$ cat src/hdl/fetch_consts.svh
/*
 * Width, depth and reset constants of the RV64 fetch stage.
 */

`ifndef FETCH_CONSTS_SVH
`define FETCH_CONSTS_SVH

// Data path and PC width.
`define XLEN     64
// Raw immediate field, instruction bits 31 to 7.
`define IMM_W    25
// Instruction word width.
`define ILEN     32
// Word index width of the instruction memory, 256 words.
`define MEM_AW   8
// First fetch address after reset.
`define RESET_PC 64'h0

`endif

$ cat src/hdl/rv_isa_pkg.sv
/*
 * ISA types: instruction and data vectors, the raw immediate field,
 * the opcode enum and the immediate-type encoding.
 */

`include "fetch_consts.svh"

package rv_isa_pkg;

    // Vectors with a meaning of their own.
    typedef logic [`ILEN-1:0]  instr_t;
    typedef logic [`XLEN-1:0]  xlen_t;
    typedef logic [`IMM_W-1:0] imm_field_t;

    // Major opcodes handled by the fetch stage.
    typedef enum logic [6:0] {
        LOAD   = 7'b0000011,
        OP_IMM = 7'b0010011,
        AUIPC  = 7'b0010111,
        STORE  = 7'b0100011,
        LUI    = 7'b0110111,
        BRANCH = 7'b1100011,
        JALR   = 7'b1100111,
        JAL    = 7'b1101111,
        SYSTEM = 7'b1110011
    } opcode_e;

    // Immediate layouts, as selected in the extender.
    typedef enum logic [2:0] {
        IMM_I   = 3'd0,
        IMM_S   = 3'd1,
        IMM_B   = 3'd2,
        IMM_J   = 3'd3,
        IMM_U   = 3'd4,
        IMM_CSR = 3'd5
    } imm_type_e;

endpackage

$ cat src/hdl/fetch_pkg.sv
/*
 * Fetch-side types: memory word index, fetch FSM states and the
 * owner of the shared memory port.
 */

`include "fetch_consts.svh"

package fetch_pkg;

    // Word index into the instruction memory.
    typedef logic [`MEM_AW-1:0] mem_idx_t;

    // Fetch FSM.
    typedef enum logic [1:0] {
        IDLE = 2'd0,
        REQ  = 2'd1,
        RESP = 2'd2
    } fetch_state_e;

    // Who drives the memory port in a given cycle.
    typedef enum logic [1:0] {
        OWN_NONE  = 2'd0,
        OWN_HOST  = 2'd1,
        OWN_FETCH = 2'd2
    } owner_e;

endpackage

$ cat src/hdl/mem_arbiter.sv
/*
 * Fixed-priority arbiter for the instruction memory port.
 * Host writes always win, fetch reads take the free cycles.
 */

`timescale 1ns/1ps

module mem_arbiter (
    // Host side.
    input  logic                 i_host_we,
    input  fetch_pkg::mem_idx_t  i_host_addr,
    input  rv_isa_pkg::instr_t   i_host_wdata,
    // Fetch side.
    input  logic                 i_fetch_req,
    input  fetch_pkg::mem_idx_t  i_fetch_idx,
    output logic                 o_fetch_gnt,
    // Memory side.
    output logic                 o_mem_en,
    output logic                 o_mem_we,
    output fetch_pkg::mem_idx_t  o_mem_idx,
    output rv_isa_pkg::instr_t   o_mem_wdata,
    // Port owner of this cycle.
    output fetch_pkg::owner_e    o_owner
);

    import rv_isa_pkg::*;
    import fetch_pkg::*;

    // Grant is combinational, fetch only in cycles free of host writes.
    assign o_fetch_gnt = i_fetch_req & ~i_host_we;

    // ----------------------------------------------------------------------
    // Port mux.
    // ----------------------------------------------------------------------
    always_comb begin
        o_mem_en    = 1'b0;
        o_mem_we    = 1'b0;
        o_mem_idx   = i_fetch_idx;
        o_mem_wdata = instr_t'('0);
        o_owner     = OWN_NONE;
        if (i_host_we) begin
            // Host write.
            o_mem_en    = 1'b1;
            o_mem_we    = 1'b1;
            o_mem_idx   = i_host_addr;
            o_mem_wdata = i_host_wdata;
            o_owner     = OWN_HOST;
        end else if (i_fetch_req) begin
            // Fetch read, write data unused.
            o_mem_en = 1'b1;
            o_owner  = OWN_FETCH;
        end
    end

endmodule

$ cat config.mk
export PLATFORM = sky130hd
export DESIGN_NAME = mem_arbiter
export DESIGN_NICKNAME = d
export VERILOG_FILES = /design/src/hdl/rv_isa_pkg.sv /design/src/hdl/fetch_pkg.sv /design/src/hdl/mem_arbiter.sv
export VERILOG_INCLUDE_DIRS = /design/src /design/src/hdl
export SDC_FILE = /design/constraint.sdc
export NUM_CORES = 1
export LEC_CHECK = 0
export BUFFER_PORTS_ARGS = -buffer_cell sky130_fd_sc_hd__buf_4
export CAP_MARGIN = 15
export CORE_AREA = 2 2 43 45
export DETAILED_ROUTE_END_ITERATION = 8
export DIE_AREA = 0 0 45 47
export GPL_ROUTABILITY_DRIVEN = 0
export PLACE_DENSITY_LB_ADDON = 0.12
export SETUP_SLACK_MARGIN = 0.05
export SYNTH_ARGS = -nofsm -noshare
export SYNTH_HDL_FRONTEND = slang
export SYNTH_SLANG_ARGS = --single-unit
$ cat constraint.sdc
create_clock -name vclk -period 1.05
set_input_delay 0.21 -clock vclk [all_inputs]
set_output_delay 0.21 -clock vclk [all_outputs]
set_load 0.02 [all_outputs]
==> results.json <==
{
  "final_cell_count_no_fill": 156,
  "hold_viol_final": 0,
  "synth_cell_type_count": 7,
  "insertedDiodeCount": 0,
  "synth.avg_cell_area_um2": 7.201,
  "use_met3_pct": 2.308,
  "cp.arrival_ps": 790,
  "core_area_mm2": 0.001652,
  "drt_iter0_drc": 1,
  "hold_path_class": "input port to output pin",
  "cellPowerDensity_mw_per_mm2": 491.2,
  "critical_path_required_ps": 840,
  "die_x_um": 45,
  "wl_um": 1656,
  "grt_max_degree": 23,
  "slew_headroom_pct": 92.77,
  "min_period_ps": 1001,
  "grt_usage_pct": 13.81,
  "tightest_slew_ps": 108.4,
  "seq_cell_count": 0,
  "critical_path_class": "input port to output pin",
  "cap_violations": 0,
  "period_share_pct": 95.34,
  "use_met2_pct": 28.86,
  "io-pin-count": 95,
  "ys_warn_count": 0,
  "power_uw": 555.6,
  "overflow": 0,
  "report.final.slew_viol_count": 0,
  "netlist_area_um2": 352.8,
  "post_cts_buffers": 0,
  "final_nets": 191,
  "path_buf_inv": 2,
  "drt-pass1-iter-count": 3,
  "vias": 633,
  "rows": 15,
  "worstSetupEndpointType": "output pin",
  "start_kind": "input port",
  "vias_per_cell": 4.058,
  "critPathTopFamily": "multiplexers",
  "ctsHoldBuffers": 0,
  "setup_viol": 0,
  "die_h_um": 47,
  "wire_per_inst_um": 10.62,
  "cpMaxStageDelayCell": "mux2_2",
  "dpl.hpwl_um": 1385,
  "final-seq-area_um2": 0,
  "clock_buffers": 0,
  "fin_ws_ps": 48.90,
  "busiest_layer": "met2",
  "port_buffers": 95,
  "worst-path-max-fanout": 12,
  "synth_seq_area_share_pct": 0,
  "antenna_found_initial": 0,
  "grt_pass1_wl_um": 2256,
  "synth_cells": 49,
  "fmax_mhz": 998.9,
  "syn2layout_area_growth_pct": 220.6,
  "postRouteAntennaNets": 0,
  "dp_slack_ps": -110.4,
  "dp.cells": 155,
  "worst-path-stages": 3,
  "worstPathCellList": "buf_12 -> mux2_2 -> buf_6",
  "max_stage_delay_ps": 340,
  "use_met1_pct": 15.23,
  "rsz0062_at_grt": "true",
  "post-route-util_pct": 68.48,
  "remaining_drc_errors": 0,
  "syn_nets": 99,
  "hold_ws_ps": 707.3,
  "dieArea_mm2": 0.002115,
  "holdPathStages": 3,
  "ir_drop_mv": 0.2534,
  "outcome": "complete, no violations",
  "start_util_pct": 21.36,
  "grt_pass1_vias": 522,
  "drive_gt1_share_pct": 76.98,
  "p_leak_uw": 0.0006313
}
-- path summary, 6_finish.rpt --
check / start / endpoint / slack [ps]
max: i_host_we / o_mem_idx[4] / 50
min: i_fetch_req / o_mem_en / 710
-- layout make-up --
type | instances | area, um^2
Fill cell | 150 | 520.5
Tap cell | 17 | 21.27
Multi-Input combinational cell | 42 | 311.5
Timing Repair Buffer | 97 | 798.3
-- synth_stat cells --
| master | instances | area (um^2) |
|---|---|---|
| buf_2 | 3 | 15.01 |
| and2_1 | 32 | 200.2 |
| buf_4 | 3 | 22.52 |
| and2b_1 | 1 | 7.510 |
| buf_6 | 1 | 11.26 |
| mux2_2 | 8 | 90.09 |
| or2_2 | 1 | 6.260 |
-- placed cells by master (no fill, tap or decap) --
cell type,synthesis,routed
and2b_2,0,1
buf_12,0,1
or2_4,0,1
buf_6,1,10
buf_4,3,85
buf_16,0,1
mux2_2,8,7
and2_1,32,32
mux2_4,0,1
-- tightest hold or removal path, delay by kind of cell --
kind / cells / cell delay (ps)
and+or+nand+nor: 1 / 100
buffers and inverters: 2 / 180
-- through the flow --
stage / TNS [ps] / area (um^2)
2_1_floorplan: 0 / 354.1
3_3_place_gp: -2328 / 1047
3_5_place_dp: -2922 / 1047
4_1_cts: 0 / 1127
5_1_grt: 0 / 1131
6_report: 0 / 1131
-- cells by family (layout without fill, tap and decap cells) --
logic type             after synthesis  in the layout  share of synthesized area (%)
and+or+nand+nor                     34             34                          60.64
muxes                                8              8                          25.53
buffers and inverters                7             97                          13.83
-- repair_timing --
action                     CTS  global route
pin swaps                    1             0
gates cloned                 1             0
gates resized for setup     15             1
setup endpoints to repair   33            23
-- routing by layer --
layer | part of all wire [%] | vias to the layer above
li1 | - | 330
met1 | 30 | 255
met2 | 56 | 48
met3 | 14 | 0
met4 | 0 | 0
met5 | 0 | -
-- report_power, final --
group	total, uW	switching (uW)	internal, uW
combinational	556	228	328
clock	0	0	0
sequential	0	0	0
Note: power is estimated with default switching activity, not from simulation.
