===== config.mk =====
export PLATFORM = sky130hd
export DESIGN_NAME = imm_decoder
export DESIGN_NICKNAME = d
export VERILOG_FILES = /design/src/hdl/rv_isa_pkg.sv /design/src/hdl/extend_imm.sv /design/src/hdl/imm_decoder.sv
export VERILOG_INCLUDE_DIRS = /design/src /design/src/hdl
export SDC_FILE = /design/constraint.sdc
export NUM_CORES = 1
export LEC_CHECK = 0
export BUFFER_PORTS_ARGS = -buffer_cell sky130_fd_sc_hd__buf_2
export CORE_MARGIN = 4
export CORE_UTILIZATION = 39
export DETAILED_ROUTE_END_ITERATION = 12
export PLACE_DENSITY = 0.85
export SLEW_MARGIN = 15
export SYNTH_ARGS = -nofsm -noshare
export SYNTH_HDL_FRONTEND = slang
export SYNTH_HIERARCHICAL = 1
export SYNTH_SLANG_ARGS = --single-unit

===== constraint.sdc =====
create_clock -name vclk -period 2.9
set_clock_uncertainty 0.1 [all_clocks]
set_input_delay 0.29 -clock vclk [all_inputs]
set_output_delay 0.29 -clock vclk [all_outputs]
set_load 0.01 [all_outputs]

===== src/hdl/fetch_consts.svh =====
/*
 * Width, depth and reset constants of the RV64 fetch stage.
 */

`ifndef FETCH_CONSTS_SVH
`define FETCH_CONSTS_SVH

// Data path and PC width.
`define XLEN     64
// Raw immediate field, instruction bits 31 to 7.
`define IMM_W    25
// Instruction word width.
`define ILEN     32
// Word index width of the instruction memory, 256 words.
`define MEM_AW   8
// First fetch address after reset.
`define RESET_PC 64'h0

`endif


===== src/hdl/rv_isa_pkg.sv =====
/*
 * ISA types: instruction and data vectors, the raw immediate field,
 * the opcode enum and the immediate-type encoding.
 */

`include "fetch_consts.svh"

package rv_isa_pkg;

    // Vectors with a meaning of their own.
    typedef logic [`ILEN-1:0]  instr_t;
    typedef logic [`XLEN-1:0]  xlen_t;
    typedef logic [`IMM_W-1:0] imm_field_t;

    // Major opcodes handled by the fetch stage.
    typedef enum logic [6:0] {
        LOAD   = 7'b0000011,
        OP_IMM = 7'b0010011,
        AUIPC  = 7'b0010111,
        STORE  = 7'b0100011,
        LUI    = 7'b0110111,
        BRANCH = 7'b1100011,
        JALR   = 7'b1100111,
        JAL    = 7'b1101111,
        SYSTEM = 7'b1110011
    } opcode_e;

    // Immediate layouts, as selected in the extender.
    typedef enum logic [2:0] {
        IMM_I   = 3'd0,
        IMM_S   = 3'd1,
        IMM_B   = 3'd2,
        IMM_J   = 3'd3,
        IMM_U   = 3'd4,
        IMM_CSR = 3'd5
    } imm_type_e;

endpackage


===== src/hdl/extend_imm.sv =====
/*
 * Immediate extender: builds the I, S, B, J, U and CSR immediates
 * from instruction bits 31 to 7.
 */

`timescale 1ns/1ps

`include "fetch_consts.svh"

module extend_imm (
    // Layout select.
    input  rv_isa_pkg::imm_type_e  i_imm_type,
    // Instruction bits 31 to 7.
    input  rv_isa_pkg::imm_field_t i_imm,
    // Extended immediate.
    output rv_isa_pkg::xlen_t      o_imm_ext
);

    import rv_isa_pkg::*;

    xlen_t imm_i;
    xlen_t imm_s;
    xlen_t imm_b;
    xlen_t imm_j;
    xlen_t imm_u;
    xlen_t imm_csr;

    // ----------------------------------------------------------------------
    // Layouts. Field bit n is instruction bit n+7.
    // ----------------------------------------------------------------------

    // I: imm[11:0] = instr[31:20].
    assign imm_i = {{(`XLEN-12){i_imm[24]}}, i_imm[24:13]};
    // S: instr[31:25] and instr[11:7].
    assign imm_s = {{(`XLEN-12){i_imm[24]}}, i_imm[24:18], i_imm[4:0]};
    // B: bit 11 sits in instr[7], bit 0 is always zero.
    assign imm_b = {{(`XLEN-12){i_imm[24]}}, i_imm[0], i_imm[23:18], i_imm[4:1], 1'b0};
    // J: 21-bit offset, scrambled as in the ISA.
    assign imm_j = {{(`XLEN-20){i_imm[24]}}, i_imm[12:5], i_imm[13], i_imm[23:14], 1'b0};
    // U: upper 20 bits, sign carried above bit 31.
    assign imm_u = {{(`XLEN-32){i_imm[24]}}, i_imm[24:5], 12'b0};
    // CSR zimm from the rs1 slot, zero extended.
    assign imm_csr = {{(`XLEN-5){1'b0}}, i_imm[12:8]};

    // ----------------------------------------------------------------------
    // Layout select. Unknown codes fall back to I.
    // ----------------------------------------------------------------------
    always_comb begin
        case (i_imm_type)
            IMM_I:   o_imm_ext = imm_i;
            IMM_S:   o_imm_ext = imm_s;
            IMM_B:   o_imm_ext = imm_b;
            IMM_J:   o_imm_ext = imm_j;
            IMM_U:   o_imm_ext = imm_u;
            IMM_CSR: o_imm_ext = imm_csr;
            default: o_imm_ext = imm_i;
        endcase
    end

endmodule


===== src/hdl/imm_decoder.sv =====
/*
 * Immediate decoder: opcode to immediate type, branch and jump flags,
 * and the extended immediate through extend_imm.
 */

`timescale 1ns/1ps

module imm_decoder (
    // Instruction under decode.
    input  rv_isa_pkg::instr_t i_instr,
    // Extended immediate.
    output rv_isa_pkg::xlen_t  o_imm,
    // Conditional branch opcode.
    output logic               o_is_branch,
    // JAL opcode.
    output logic               o_is_jal
);

    import rv_isa_pkg::*;

    opcode_e    opcode;
    imm_type_e  imm_type;
    imm_field_t imm_field;

    // Opcode and raw immediate field.
    assign opcode    = opcode_e'(i_instr[6:0]);
    assign imm_field = i_instr[31:7];

    // ----------------------------------------------------------------------
    // Opcode to immediate layout.
    // ----------------------------------------------------------------------
    always_comb begin
        case (opcode)
            LOAD,
            OP_IMM,
            JALR:    imm_type = IMM_I;
            STORE:   imm_type = IMM_S;
            BRANCH:  imm_type = IMM_B;
            JAL:     imm_type = IMM_J;
            LUI,
            AUIPC:   imm_type = IMM_U;
            SYSTEM:  imm_type = IMM_CSR;
            // Unknown opcodes read as I.
            default: imm_type = IMM_I;
        endcase
    end

    // Control-flow flags for the predictor.
    assign o_is_branch = (opcode == BRANCH);
    assign o_is_jal    = (opcode == JAL);

    // ----------------------------------------------------------------------
    // Extender.
    // ----------------------------------------------------------------------
    extend_imm u_extend_imm (
        .i_imm_type (imm_type),
        .i_imm      (imm_field),
        .o_imm_ext  (o_imm)
    );

endmodule


==> results.toml <==
[placed_design]
gp_congestion = 0.802
dp_cells = 228
dpl.hpwl_um = 2340
io_buffers = 98

[sta]
post-route-period-util_pct = 88.2
max_freq_ghz = 0.391
hold_viol = 0
rsz0062_at_grt = "no"
tightestPinTransition_ps = 781
max_slew_margin_pct = 47.7
final_max_slew_viol_count = 0
setup_viol = 0
fin_crit_ps = 2560
fin_tns_setup_ps = 0

[layout]
seqCellArea_um2 = 0
seq_cell_count = 0
fillers = 256
final_common_cell = "buf_2"
nNetsFinal = 232
fin_cells = 228
antenna_cells = 0
syn2layout_area_growth_pct = 23.5
drive_gt1_share_pct = 57.6
clkbuf_count = 0
layout_common_cells = "98 x buf_2, 13 x mux2i_1, 11 x a21o_1, 9 x a21oi_1, 8 x a211oi_1"
multi_input_area_um2 = 696

[logic_synthesis]
synth_compound_area_share_pct = 30.3
syn_nets = 171
seq_area_frac_synth_pct = 0
synthTopCellsByArea = "buf_4 24%, mux2i_1 13%, a21o_1 8.1%"
syn_inst = 139
yosysWarningCount = 6
synth_area_leader_cell = "buf_4"
synth_top_family_by_area = "buffers and inverters"
muxShareOfSynthArea_pct = 16.1
synth_fa_ha_area_share_pct = 0
yosys.area.top_type_share_pct = 24.3
synthXorXnorAreaFrac_pct = 0
syn_avg_cell_area_um2 = 7.35
synth.distinct_cells = 30
synth-simple-area-share_pct = 21.2
synth_area_um2 = 1020

[power]
p_sw_mw = 0.0919
sw_frac_of_total_pct = 53.5
pwr-share-comb_pct = 100.0
p_int_mw = 0.0800
leakage_nw = 0.642
seqPwrFrac_pct = 0
power_frac_clock_pct = 0
p_per_area_nw_per_um2 = 136
ir_drop_mv = 0.0710

[route]
wl_per_cell_um = 12.2
vias = 1152
ant_nets = 0
wirelength_um = 2780
drc = 0
drt-pass1-iter-count = 4
drtIter0Drc = 54
drt-vias-per-instance = 5.05

[floorplan]
fp.dieH_um = 59.2
chipWidth_um = 59.2
die_area_um2 = 3500
io_pins = 98
rows = 18
start_util_pct = 41.2
core_area_um2 = 2480

[worst_hold_path]
holdPathEnd = "o_imm[25]"
holdCritStartpoint = "i_instr[25]"
hold_depth = 3
hp-class = "in -> out"

[setup_path]
cp.arrival_ps = 2170
cp-end-kind = "primary output"
start_kind = "input port"
path_class = "in -> out"
path_max_fanout = 33
critical_path_required_ps = 2510

[global_route]
grt_first_pass_wirelength_um = 4340
use_met1_pct = 17.7
gr-usage-met3_pct = 1.09
grt_pass1_vias = 1010
met2_usage_pct = 29.8
overflow = 0
grt_antenna_before_repair = 0
grt_max_degree = 34
grt_busiest_layer = "met2"
grt_usage_pct = 14.9

[clock_network]
cts_resized = 0
cts_hold_buf = 0
cts_setup_buffers = 0

[status]
status = "finished clean"

[run]
max_cap_violations = 0
==> cell usage after synthesis (all sizes together) <==
| master | number |
|---|---|
| mux2 | 3 |
| nor2b | 6 |
| a221oi | 1 |
| nand3 | 2 |
| o21ai | 5 |
| and2 | 7 |
| mux2i | 13 |
| o21a | 5 |
| or3 | 1 |
| nand3b | 4 |
| nand4b | 1 |
| or2 | 1 |
| a21o | 11 |
| nor2 | 5 |
| a21oi | 11 |
| nand2b | 1 |
| nand4 | 1 |
| buf | 42 |
| a211oi | 8 |
| a22oi | 4 |
| and3b | 1 |
| nand2 | 4 |
| clkbuf | 2 |
==> metal layers <==
metal | vias up | share of wire [%]
li1 | 584 | -
met1 | 511 | 37
met2 | 57 | 53
met3 | 0 | 10
met4 | 0 | 0
met5 | - | 0
==> area by class of cell <==
cell class | instances | area share, %
multi-input cells | 95 | 55.2
well taps | 30 | 2.98
repair buffers | 103 | 41.9
==> through the flow <==
| step | hold WS, ps | area (µm²) | worst slack (ps) | utilization (%) | power, mW |
|---|---|---|---|---|---|
| 5_1_grt | 787 | 1260 | 23.2 | 50.9 | 0.191 |
| 3_5_place_dp | 770 | 1260 | 326 | 50.9 | 0.174 |
| 4_1_cts | 774 | 1260 | 322 | 50.9 | 0.174 |
| 6_report | 772 | 1260 | 343 | 50.9 | 0.172 |
| 2_1_floorplan | 594 | 1020 | 499 | - | 0.124 |
| 3_3_place_gp | 768 | 1260 | 407 | 50.9 | 0.171 |
==> worst max-delay path by stage <==
stage / cells after the start / endpoint / start
2_1_floorplan: 6 / o_imm[32] / i_instr[6]
3_3_place_gp: 8 / o_imm[46] / i_instr[2]
3_5_place_dp: 8 / o_imm[40] / i_instr[6]
4_1_cts: 8 / o_imm[40] / i_instr[6]
5_1_grt: 8 / o_imm[48] / i_instr[6]
6_report: 8 / o_imm[54] / i_instr[2]
==> worst max-delay path: stages <==
cell and delay [ps]:
buf_2 120, or2_1 260, or3_1 370, a21oi_2 270
buf_4 250, and3b_4 250, nor2b_2 160, buf_2 190
==> logic make-up after synthesis <==
group / Yosys count
multiplexers: 16
AND/OR/NAND/NOR: 34
AO/OA/AOI/OAI: 45
buffers and inverters: 44
==> power groups by stage <==
stage	clock (mW)	sequential (mW)	combinational, mW
after global routing	0	0	0.191
after detailed placement	0	0	0.174
after CTS	0	0	0.174
after floorplan	0	0	0.124
final	0	0	0.172
after global placement	0	0	0.171
Power figures use the tool's default switching activity.
