### config.mk
export PLATFORM = sky130hd
export DESIGN_NAME = fetch_unit
export DESIGN_NICKNAME = d
export VERILOG_FILES = /design/src/hdl/rv_isa_pkg.sv /design/src/hdl/fetch_pkg.sv /design/src/hdl/fetch_unit.sv
export VERILOG_INCLUDE_DIRS = /design/src /design/src/hdl
export SDC_FILE = /design/constraint.sdc
export NUM_CORES = 1
export LEC_CHECK = 0
export ABC_AREA = 0
export BUFFER_PORTS_ARGS = -buffer_cell sky130_fd_sc_hd__buf_2
export CORE_UTILIZATION = 45
export DETAILED_ROUTE_END_ITERATION = 7
export GPL_ROUTABILITY_DRIVEN = 0
export PLACE_DENSITY = 0.69
export SLEW_MARGIN = 20
export SYNTH_ARGS = -nofsm -noshare
export SYNTH_HDL_FRONTEND = slang
export SYNTH_SLANG_ARGS = --single-unit
### constraint.sdc
create_clock -name clk -period 9.7 [get_ports clk]
set_clock_uncertainty 0.15 [all_clocks]
set_input_delay 0.97 -clock clk [delete_from_list [all_inputs] [get_ports clk]]
set_output_delay 0.97 -clock clk [all_outputs]
set_load 0.02 [all_outputs]
### src/hdl/fetch_consts.svh
/*
 * Width, depth and reset constants of the RV64 fetch stage.
 */

`ifndef FETCH_CONSTS_SVH
`define FETCH_CONSTS_SVH

// Data path and PC width.
`define XLEN     64
// Raw immediate field, instruction bits 31 to 7.
`define IMM_W    25
// Instruction word width.
`define ILEN     32
// Word index width of the instruction memory, 256 words.
`define MEM_AW   8
// First fetch address after reset.
`define RESET_PC 64'h0

`endif

### src/hdl/rv_isa_pkg.sv
/*
 * ISA types: instruction and data vectors, the raw immediate field,
 * the opcode enum and the immediate-type encoding.
 */

`include "fetch_consts.svh"

package rv_isa_pkg;

    // Vectors with a meaning of their own.
    typedef logic [`ILEN-1:0]  instr_t;
    typedef logic [`XLEN-1:0]  xlen_t;
    typedef logic [`IMM_W-1:0] imm_field_t;

    // Major opcodes handled by the fetch stage.
    typedef enum logic [6:0] {
        LOAD   = 7'b0000011,
        OP_IMM = 7'b0010011,
        AUIPC  = 7'b0010111,
        STORE  = 7'b0100011,
        LUI    = 7'b0110111,
        BRANCH = 7'b1100011,
        JALR   = 7'b1100111,
        JAL    = 7'b1101111,
        SYSTEM = 7'b1110011
    } opcode_e;

    // Immediate layouts, as selected in the extender.
    typedef enum logic [2:0] {
        IMM_I   = 3'd0,
        IMM_S   = 3'd1,
        IMM_B   = 3'd2,
        IMM_J   = 3'd3,
        IMM_U   = 3'd4,
        IMM_CSR = 3'd5
    } imm_type_e;

endpackage

### src/hdl/fetch_pkg.sv
/*
 * Fetch-side types: memory word index, fetch FSM states and the
 * owner of the shared memory port.
 */

`include "fetch_consts.svh"

package fetch_pkg;

    // Word index into the instruction memory.
    typedef logic [`MEM_AW-1:0] mem_idx_t;

    // Fetch FSM.
    typedef enum logic [1:0] {
        IDLE = 2'd0,
        REQ  = 2'd1,
        RESP = 2'd2
    } fetch_state_e;

    // Who drives the memory port in a given cycle.
    typedef enum logic [1:0] {
        OWN_NONE  = 2'd0,
        OWN_HOST  = 2'd1,
        OWN_FETCH = 2'd2
    } owner_e;

endpackage

### src/hdl/fetch_unit.sv
/*
 * Fetch unit: PC register, IDLE/REQ/RESP FSM, static next-PC
 * prediction and the registered result with its valid pulse.
 */

`timescale 1ns/1ps

`include "fetch_consts.svh"

module fetch_unit (
    input  logic                 clk,
    input  logic                 i_rst_n,
    // Fetch enable level.
    input  logic                 i_run,
    // Memory request, held until granted.
    output logic                 o_req,
    output fetch_pkg::mem_idx_t  o_req_idx,
    input  logic                 i_gnt,
    input  rv_isa_pkg::instr_t   i_rdata,
    // Decoder loop.
    output rv_isa_pkg::instr_t   o_dec_instr,
    input  rv_isa_pkg::xlen_t    i_dec_imm,
    input  logic                 i_dec_is_branch,
    input  logic                 i_dec_is_jal,
    // Result, valid for one cycle.
    output logic                 o_valid,
    output rv_isa_pkg::xlen_t    o_pc,
    output rv_isa_pkg::instr_t   o_instr,
    output rv_isa_pkg::xlen_t    o_imm,
    output rv_isa_pkg::xlen_t    o_next_pc
);

    import rv_isa_pkg::*;
    import fetch_pkg::*;

    fetch_state_e state;
    fetch_state_e state_nxt;
    xlen_t        pc;
    xlen_t        pred_pc;
    logic         taken;

    // ----------------------------------------------------------------------
    // FSM.
    // ----------------------------------------------------------------------
    always_comb begin
        state_nxt = state;
        case (state)
            IDLE: if (i_run) state_nxt = REQ;
            // Wait here while the host owns the memory.
            REQ:  if (i_gnt) state_nxt = RESP;
            // Read done, continue or stop.
            RESP: state_nxt = i_run ? REQ : IDLE;
            default: state_nxt = IDLE;
        endcase
    end

    always_ff @(posedge clk) begin
        if (!i_rst_n) begin
            state <= IDLE;
        end else begin
            state <= state_nxt;
        end
    end

    // Request level and word index, fetch wraps over the 1 KiB memory.
    assign o_req     = (state == REQ);
    assign o_req_idx = pc[`MEM_AW+1:2];

    // Read data is live in RESP.
    assign o_dec_instr = i_rdata;

    // ----------------------------------------------------------------------
    // Static prediction.
    // ----------------------------------------------------------------------
    // JAL always, branches only backward.
    assign taken   = i_dec_is_jal | (i_dec_is_branch & i_dec_imm[`XLEN-1]);
    assign pred_pc = taken ? (pc + i_dec_imm) : (pc + xlen_t'(4));

    // PC and valid pulse.
    always_ff @(posedge clk) begin
        if (!i_rst_n) begin
            pc      <= `RESET_PC;
            o_valid <= 1'b0;
        end else begin
            o_valid <= (state == RESP);
            if (state == RESP) begin
                pc <= pred_pc;
            end
        end
    end

    // Result payload, loaded with the valid pulse.
    always_ff @(posedge clk) begin
        if (state == RESP) begin
            o_pc      <= pc;
            o_instr   <= i_rdata;
            o_imm     <= i_dec_imm;
            o_next_pc <= pred_pc;
        end
    end

endmodule

==> load_flow_metrics.sql <==
INSERT INTO impl_metrics (metric_group, metric, value, unit) VALUES
('run_status', 'run_status', 'finished clean', ''),
('global_route', 'grt_first_pass_wirelength', '61500', 'um'),
('critical_path', 'required', '9.83', 'ns'),
('synth', 'post-synth-top-count-cell', 'edfxtp_1', ''),
('sta', 'fin_crit', '4.19', 'ns'),
('clocking', 'clk_transition_reported_paths', '0.07', 'ns'),
('power', 'irDropWorstVdd', '0.131', 'mV'),
('drt', 'num_vias', '12173', ''),
('cells_and_area', 'multiInputGateArea', '6410', 'um^2'),
('synth', 'synth_fp_nets', '1616', ''),
('critical_path', 'worst-r2r-cell-count', '13', ''),
('sta', 'postLayoutSetupSlackWorst', '5.51', 'ns'),
('synth', 'synth.area.top_cells', 'edfxtp_1, dfxtp_1, ha_1', ''),
('synth', 'yosys_warnings', '0', ''),
('sta', 'timing.setup.tns', '0', 'ns'),
('clocking', 'tritoncts', 'built', ''),
('global_route', 'antenna_violations_before_repair', '3', ''),
('sta', 'rsz0062_at_grt', 'no', ''),
('synth', 'synth-edff-count', '224', ''),
('synth', 'synth.top_cell.area_share', '0.444', ''),
('clocking', 'clock_insertion_delay_worst_skew', '0.56', 'ns'),
('cells_and_area', 'final_core_utilization', '0.551', ''),
('clocking', 'root_buffer', 'clkbuf_16', ''),
('drt', 'ratio_of_routed_vias_to_standard_cells', '5.50', ''),
('critical_path', 'end_kind', 'flip-flop', ''),
('critical_path', 'worst_r2r_endpoint', 'o_next_pc[50]', ''),
('clocking', 'htreeDepth', '1', ''),
('min_path', 'min_from', 'pc[63]', ''),
('min_path', 'min_path_cells', '2', ''),
('cells_and_area', 'filler_cell_count', '2948', ''),
('min_path', 'hold_path_class', 'flip-flop to flip-flop', ''),
('synth', 'synth_area_leader', 'edfxtp_1', ''),
('drt', 'first_pass_iters', '5', ''),
('floorplanning', 'floorplan_die_width', '185', 'um'),
('placed_design', 'dp_hpwl', '29400', 'um'),
('floorplanning', 'number_of_rows_created_at_floorplan', '66', ''),
('sta', 'fmax', '238', 'MHz'),
('global_route', 'pin_count_of_the_biggest_net_entering_global_routing', '142', ''),
('synth', 'synthesized_flop_and_latch_total', '291', ''),
('clocking', 'max-clock-path-buffers', '3', ''),
('sta', 'fin_crit_sh', '0.432', ''),
('sta', 'tightest_slew', '0.982', 'ns'),
('drt', 'remaining_drc_errors', '0', ''),
('critical_path', 'critPathLaunchType', 'input port', ''),
('floorplanning', 'core_region_area', '32800', 'um^2'),
('sta', 'timing.final.hold_violations', '0', ''),
('floorplanning', 'floorplan.initialDensity', '0.462', ''),
('sta', 'timing.final.setup_violations', '0', ''),
('placed_design', 'place_worst_setup_slack', '4.99', 'ns'),
('global_route', 'first_global_vias', '11209', ''),
('power', 'leakagePower', '7.38', 'nW'),
('synth', 'synth_area_per_cell', '10.4', 'um^2'),
('critical_path', 'worstReg2RegStart', 'pc[0]', ''),
('power', 'cellPowerDensity', '159', 'nW/um^2'),
('critical_path', 'regToRegSetupSlack', '5.72', 'ns'),
('synth', 'synth_cell_types', '76', ''),
('clocking', 'post_cts_resized', '0', ''),
('sta', 'max-slew-margin-rel', '0.345', ''),
('cells_and_area', 'diode_insertion_count_for_antenna_repair', '0', ''),
('drt', 'detailedRoute.firstIterationViolations', '950', ''),
('clocking', 'holdBufCountCts', '0', ''),
('critical_path', 'critical_path_class', 'input port to flip-flop', ''),
('synth', 'yosysSeqAreaShare', '0.533', ''),
('clocking', 'buffers_inserted_by_post_cts_timing_repair', '0', ''),
('cells_and_area', 'final-seq-area', '8070', 'um^2'),
('flow_run', 'drv.max_cap_violation_count', '0', ''),
('min_path', 'hold_end', 'pc[63]', ''),
('sta', 'report.final.slew_viol_count', '0', ''),
('floorplanning', 'pin_count', '368', ''),
('global_route', 'track_usage', '0.231', ''),
('clocking', 'cts_buffers', '30', '');
==> through the flow <==
step                cells  total power, W  hold slack [ns]  area, um^2
floorplan            1449         0.00162            0.280       15100
global placement     2156         0.00171            0.312       17000
detailed placement   2156         0.00171            0.307       17000
CTS                  2212         0.00290            0.334       18100
global route         2212         0.00298            0.358       18100
finish               2212         0.00288            0.333       18100
==> cells in the final DEF, fill, tap and decap left out, drive strengths merged, types with 4 or more instances in the layout <==
| cell | instances |
|---|---|
| xnor2 | 63 |
| mux2i | 12 |
| o21ba | 6 |
| a21oi | 140 |
| and2 | 5 |
| nand2 | 168 |
| nand2b | 5 |
| nor2 | 113 |
| nand3 | 46 |
| nor2b | 9 |
| o211ai | 4 |
| or2 | 5 |
| o21bai | 15 |
| xor2 | 47 |
| a21o | 34 |
| ha | 64 |
| edfxtp | 224 |
| and3 | 17 |
| nand4 | 31 |
| buf | 373 |
| o21a | 8 |
| o31ai | 7 |
| nor3 | 31 |
| o21ai | 103 |
| o221ai | 5 |
| inv | 32 |
| o31a | 5 |
| nor4 | 8 |
| a31oi | 13 |
| clkbuf | 41 |
| a211oi | 5 |
| clkinv | 9 |
| and4 | 6 |
| or3 | 9 |
| dfxtp | 67 |
==> state kept, by name (all words and copies together) (netlist names) <==
name,count
pc,64
o_valid,1
o_instr,32
o_pc,64
o_next_pc,64
state,2
o_imm,64
==> where the power goes <==
group | switching (W) | total [W] | internal, W
logic | 0.000199 | 0.000301 | 0.000102
clock network | 0.000485 | 0.00119 | 0.000703
registers | 0.0000170 | 0.00139 | 0.00137
==> worst max-delay path, stage by stage <==
cell and delay [ns]:
buf_2 0.11, ha_1 0.22, fa_1 0.43, a21o_1 0.22, a221o_1 0.38, a21oi_1 0.32
o31ai_2 0.19, o31ai_2 0.46, o21ai_2 0.21, a21boi_1 0.28, o21ai_0 0.18, xor2_1 0.17
nand2_1 0.07, o21ai_0 0.08
==> metal layers <==
| metal | routed length [um] | share of wire | GRT usage |
|---|---|---|---|
| met1 | 17500 | 0.43 | 0.302 |
| met2 | 19900 | 0.48 | 0.397 |
| met3 | 2950 | 0.072 | 0.0368 |
| met4 | 833 | 0.020 | 0.0555 |
| met5 | 11 | 0.00027 | 0 |
==> kinds of logic after synthesis <==
kind of cell,Yosys count,synth area share
simple gates,458,0.144
compound gates,374,0.153
flops,291,0.533
buf+inv,139,0.0446
xor+xnor,110,0.0636
fa+ha+maj,65,0.0542
mux,12,0.00793
==> how the worst max path moves through the flow <==
stage / start / endpoint / slack (ns) / cells after the start
5_1_grt: i_dec_imm[0] / o_next_pc[50] / 5.34 / 14
4_1_cts: i_dec_imm[0] / o_next_pc[50] / 5.57 / 14
3_3_place_gp: i_dec_imm[0] / o_next_pc[50] / 5.10 / 14
6_report: i_dec_imm[0] / o_next_pc[50] / 5.51 / 14
3_5_place_dp: i_dec_imm[0] / o_next_pc[50] / 4.99 / 14
2_1_floorplan: state[0] / o_imm[0] / 1.76 / 4
==> area by class of cell <==
type | instances | share of cell area
well taps | 442 | 0.0306
repair buffers | 373 | 0.104
inverters | 31 | 0.00685
multi-input cells | 1019 | 0.355
clock buffers | 41 | 0.0478
clock inverters | 15 | 0.00921
flip-flops and latches | 291 | 0.446
Power figures use the tool's default switching activity.
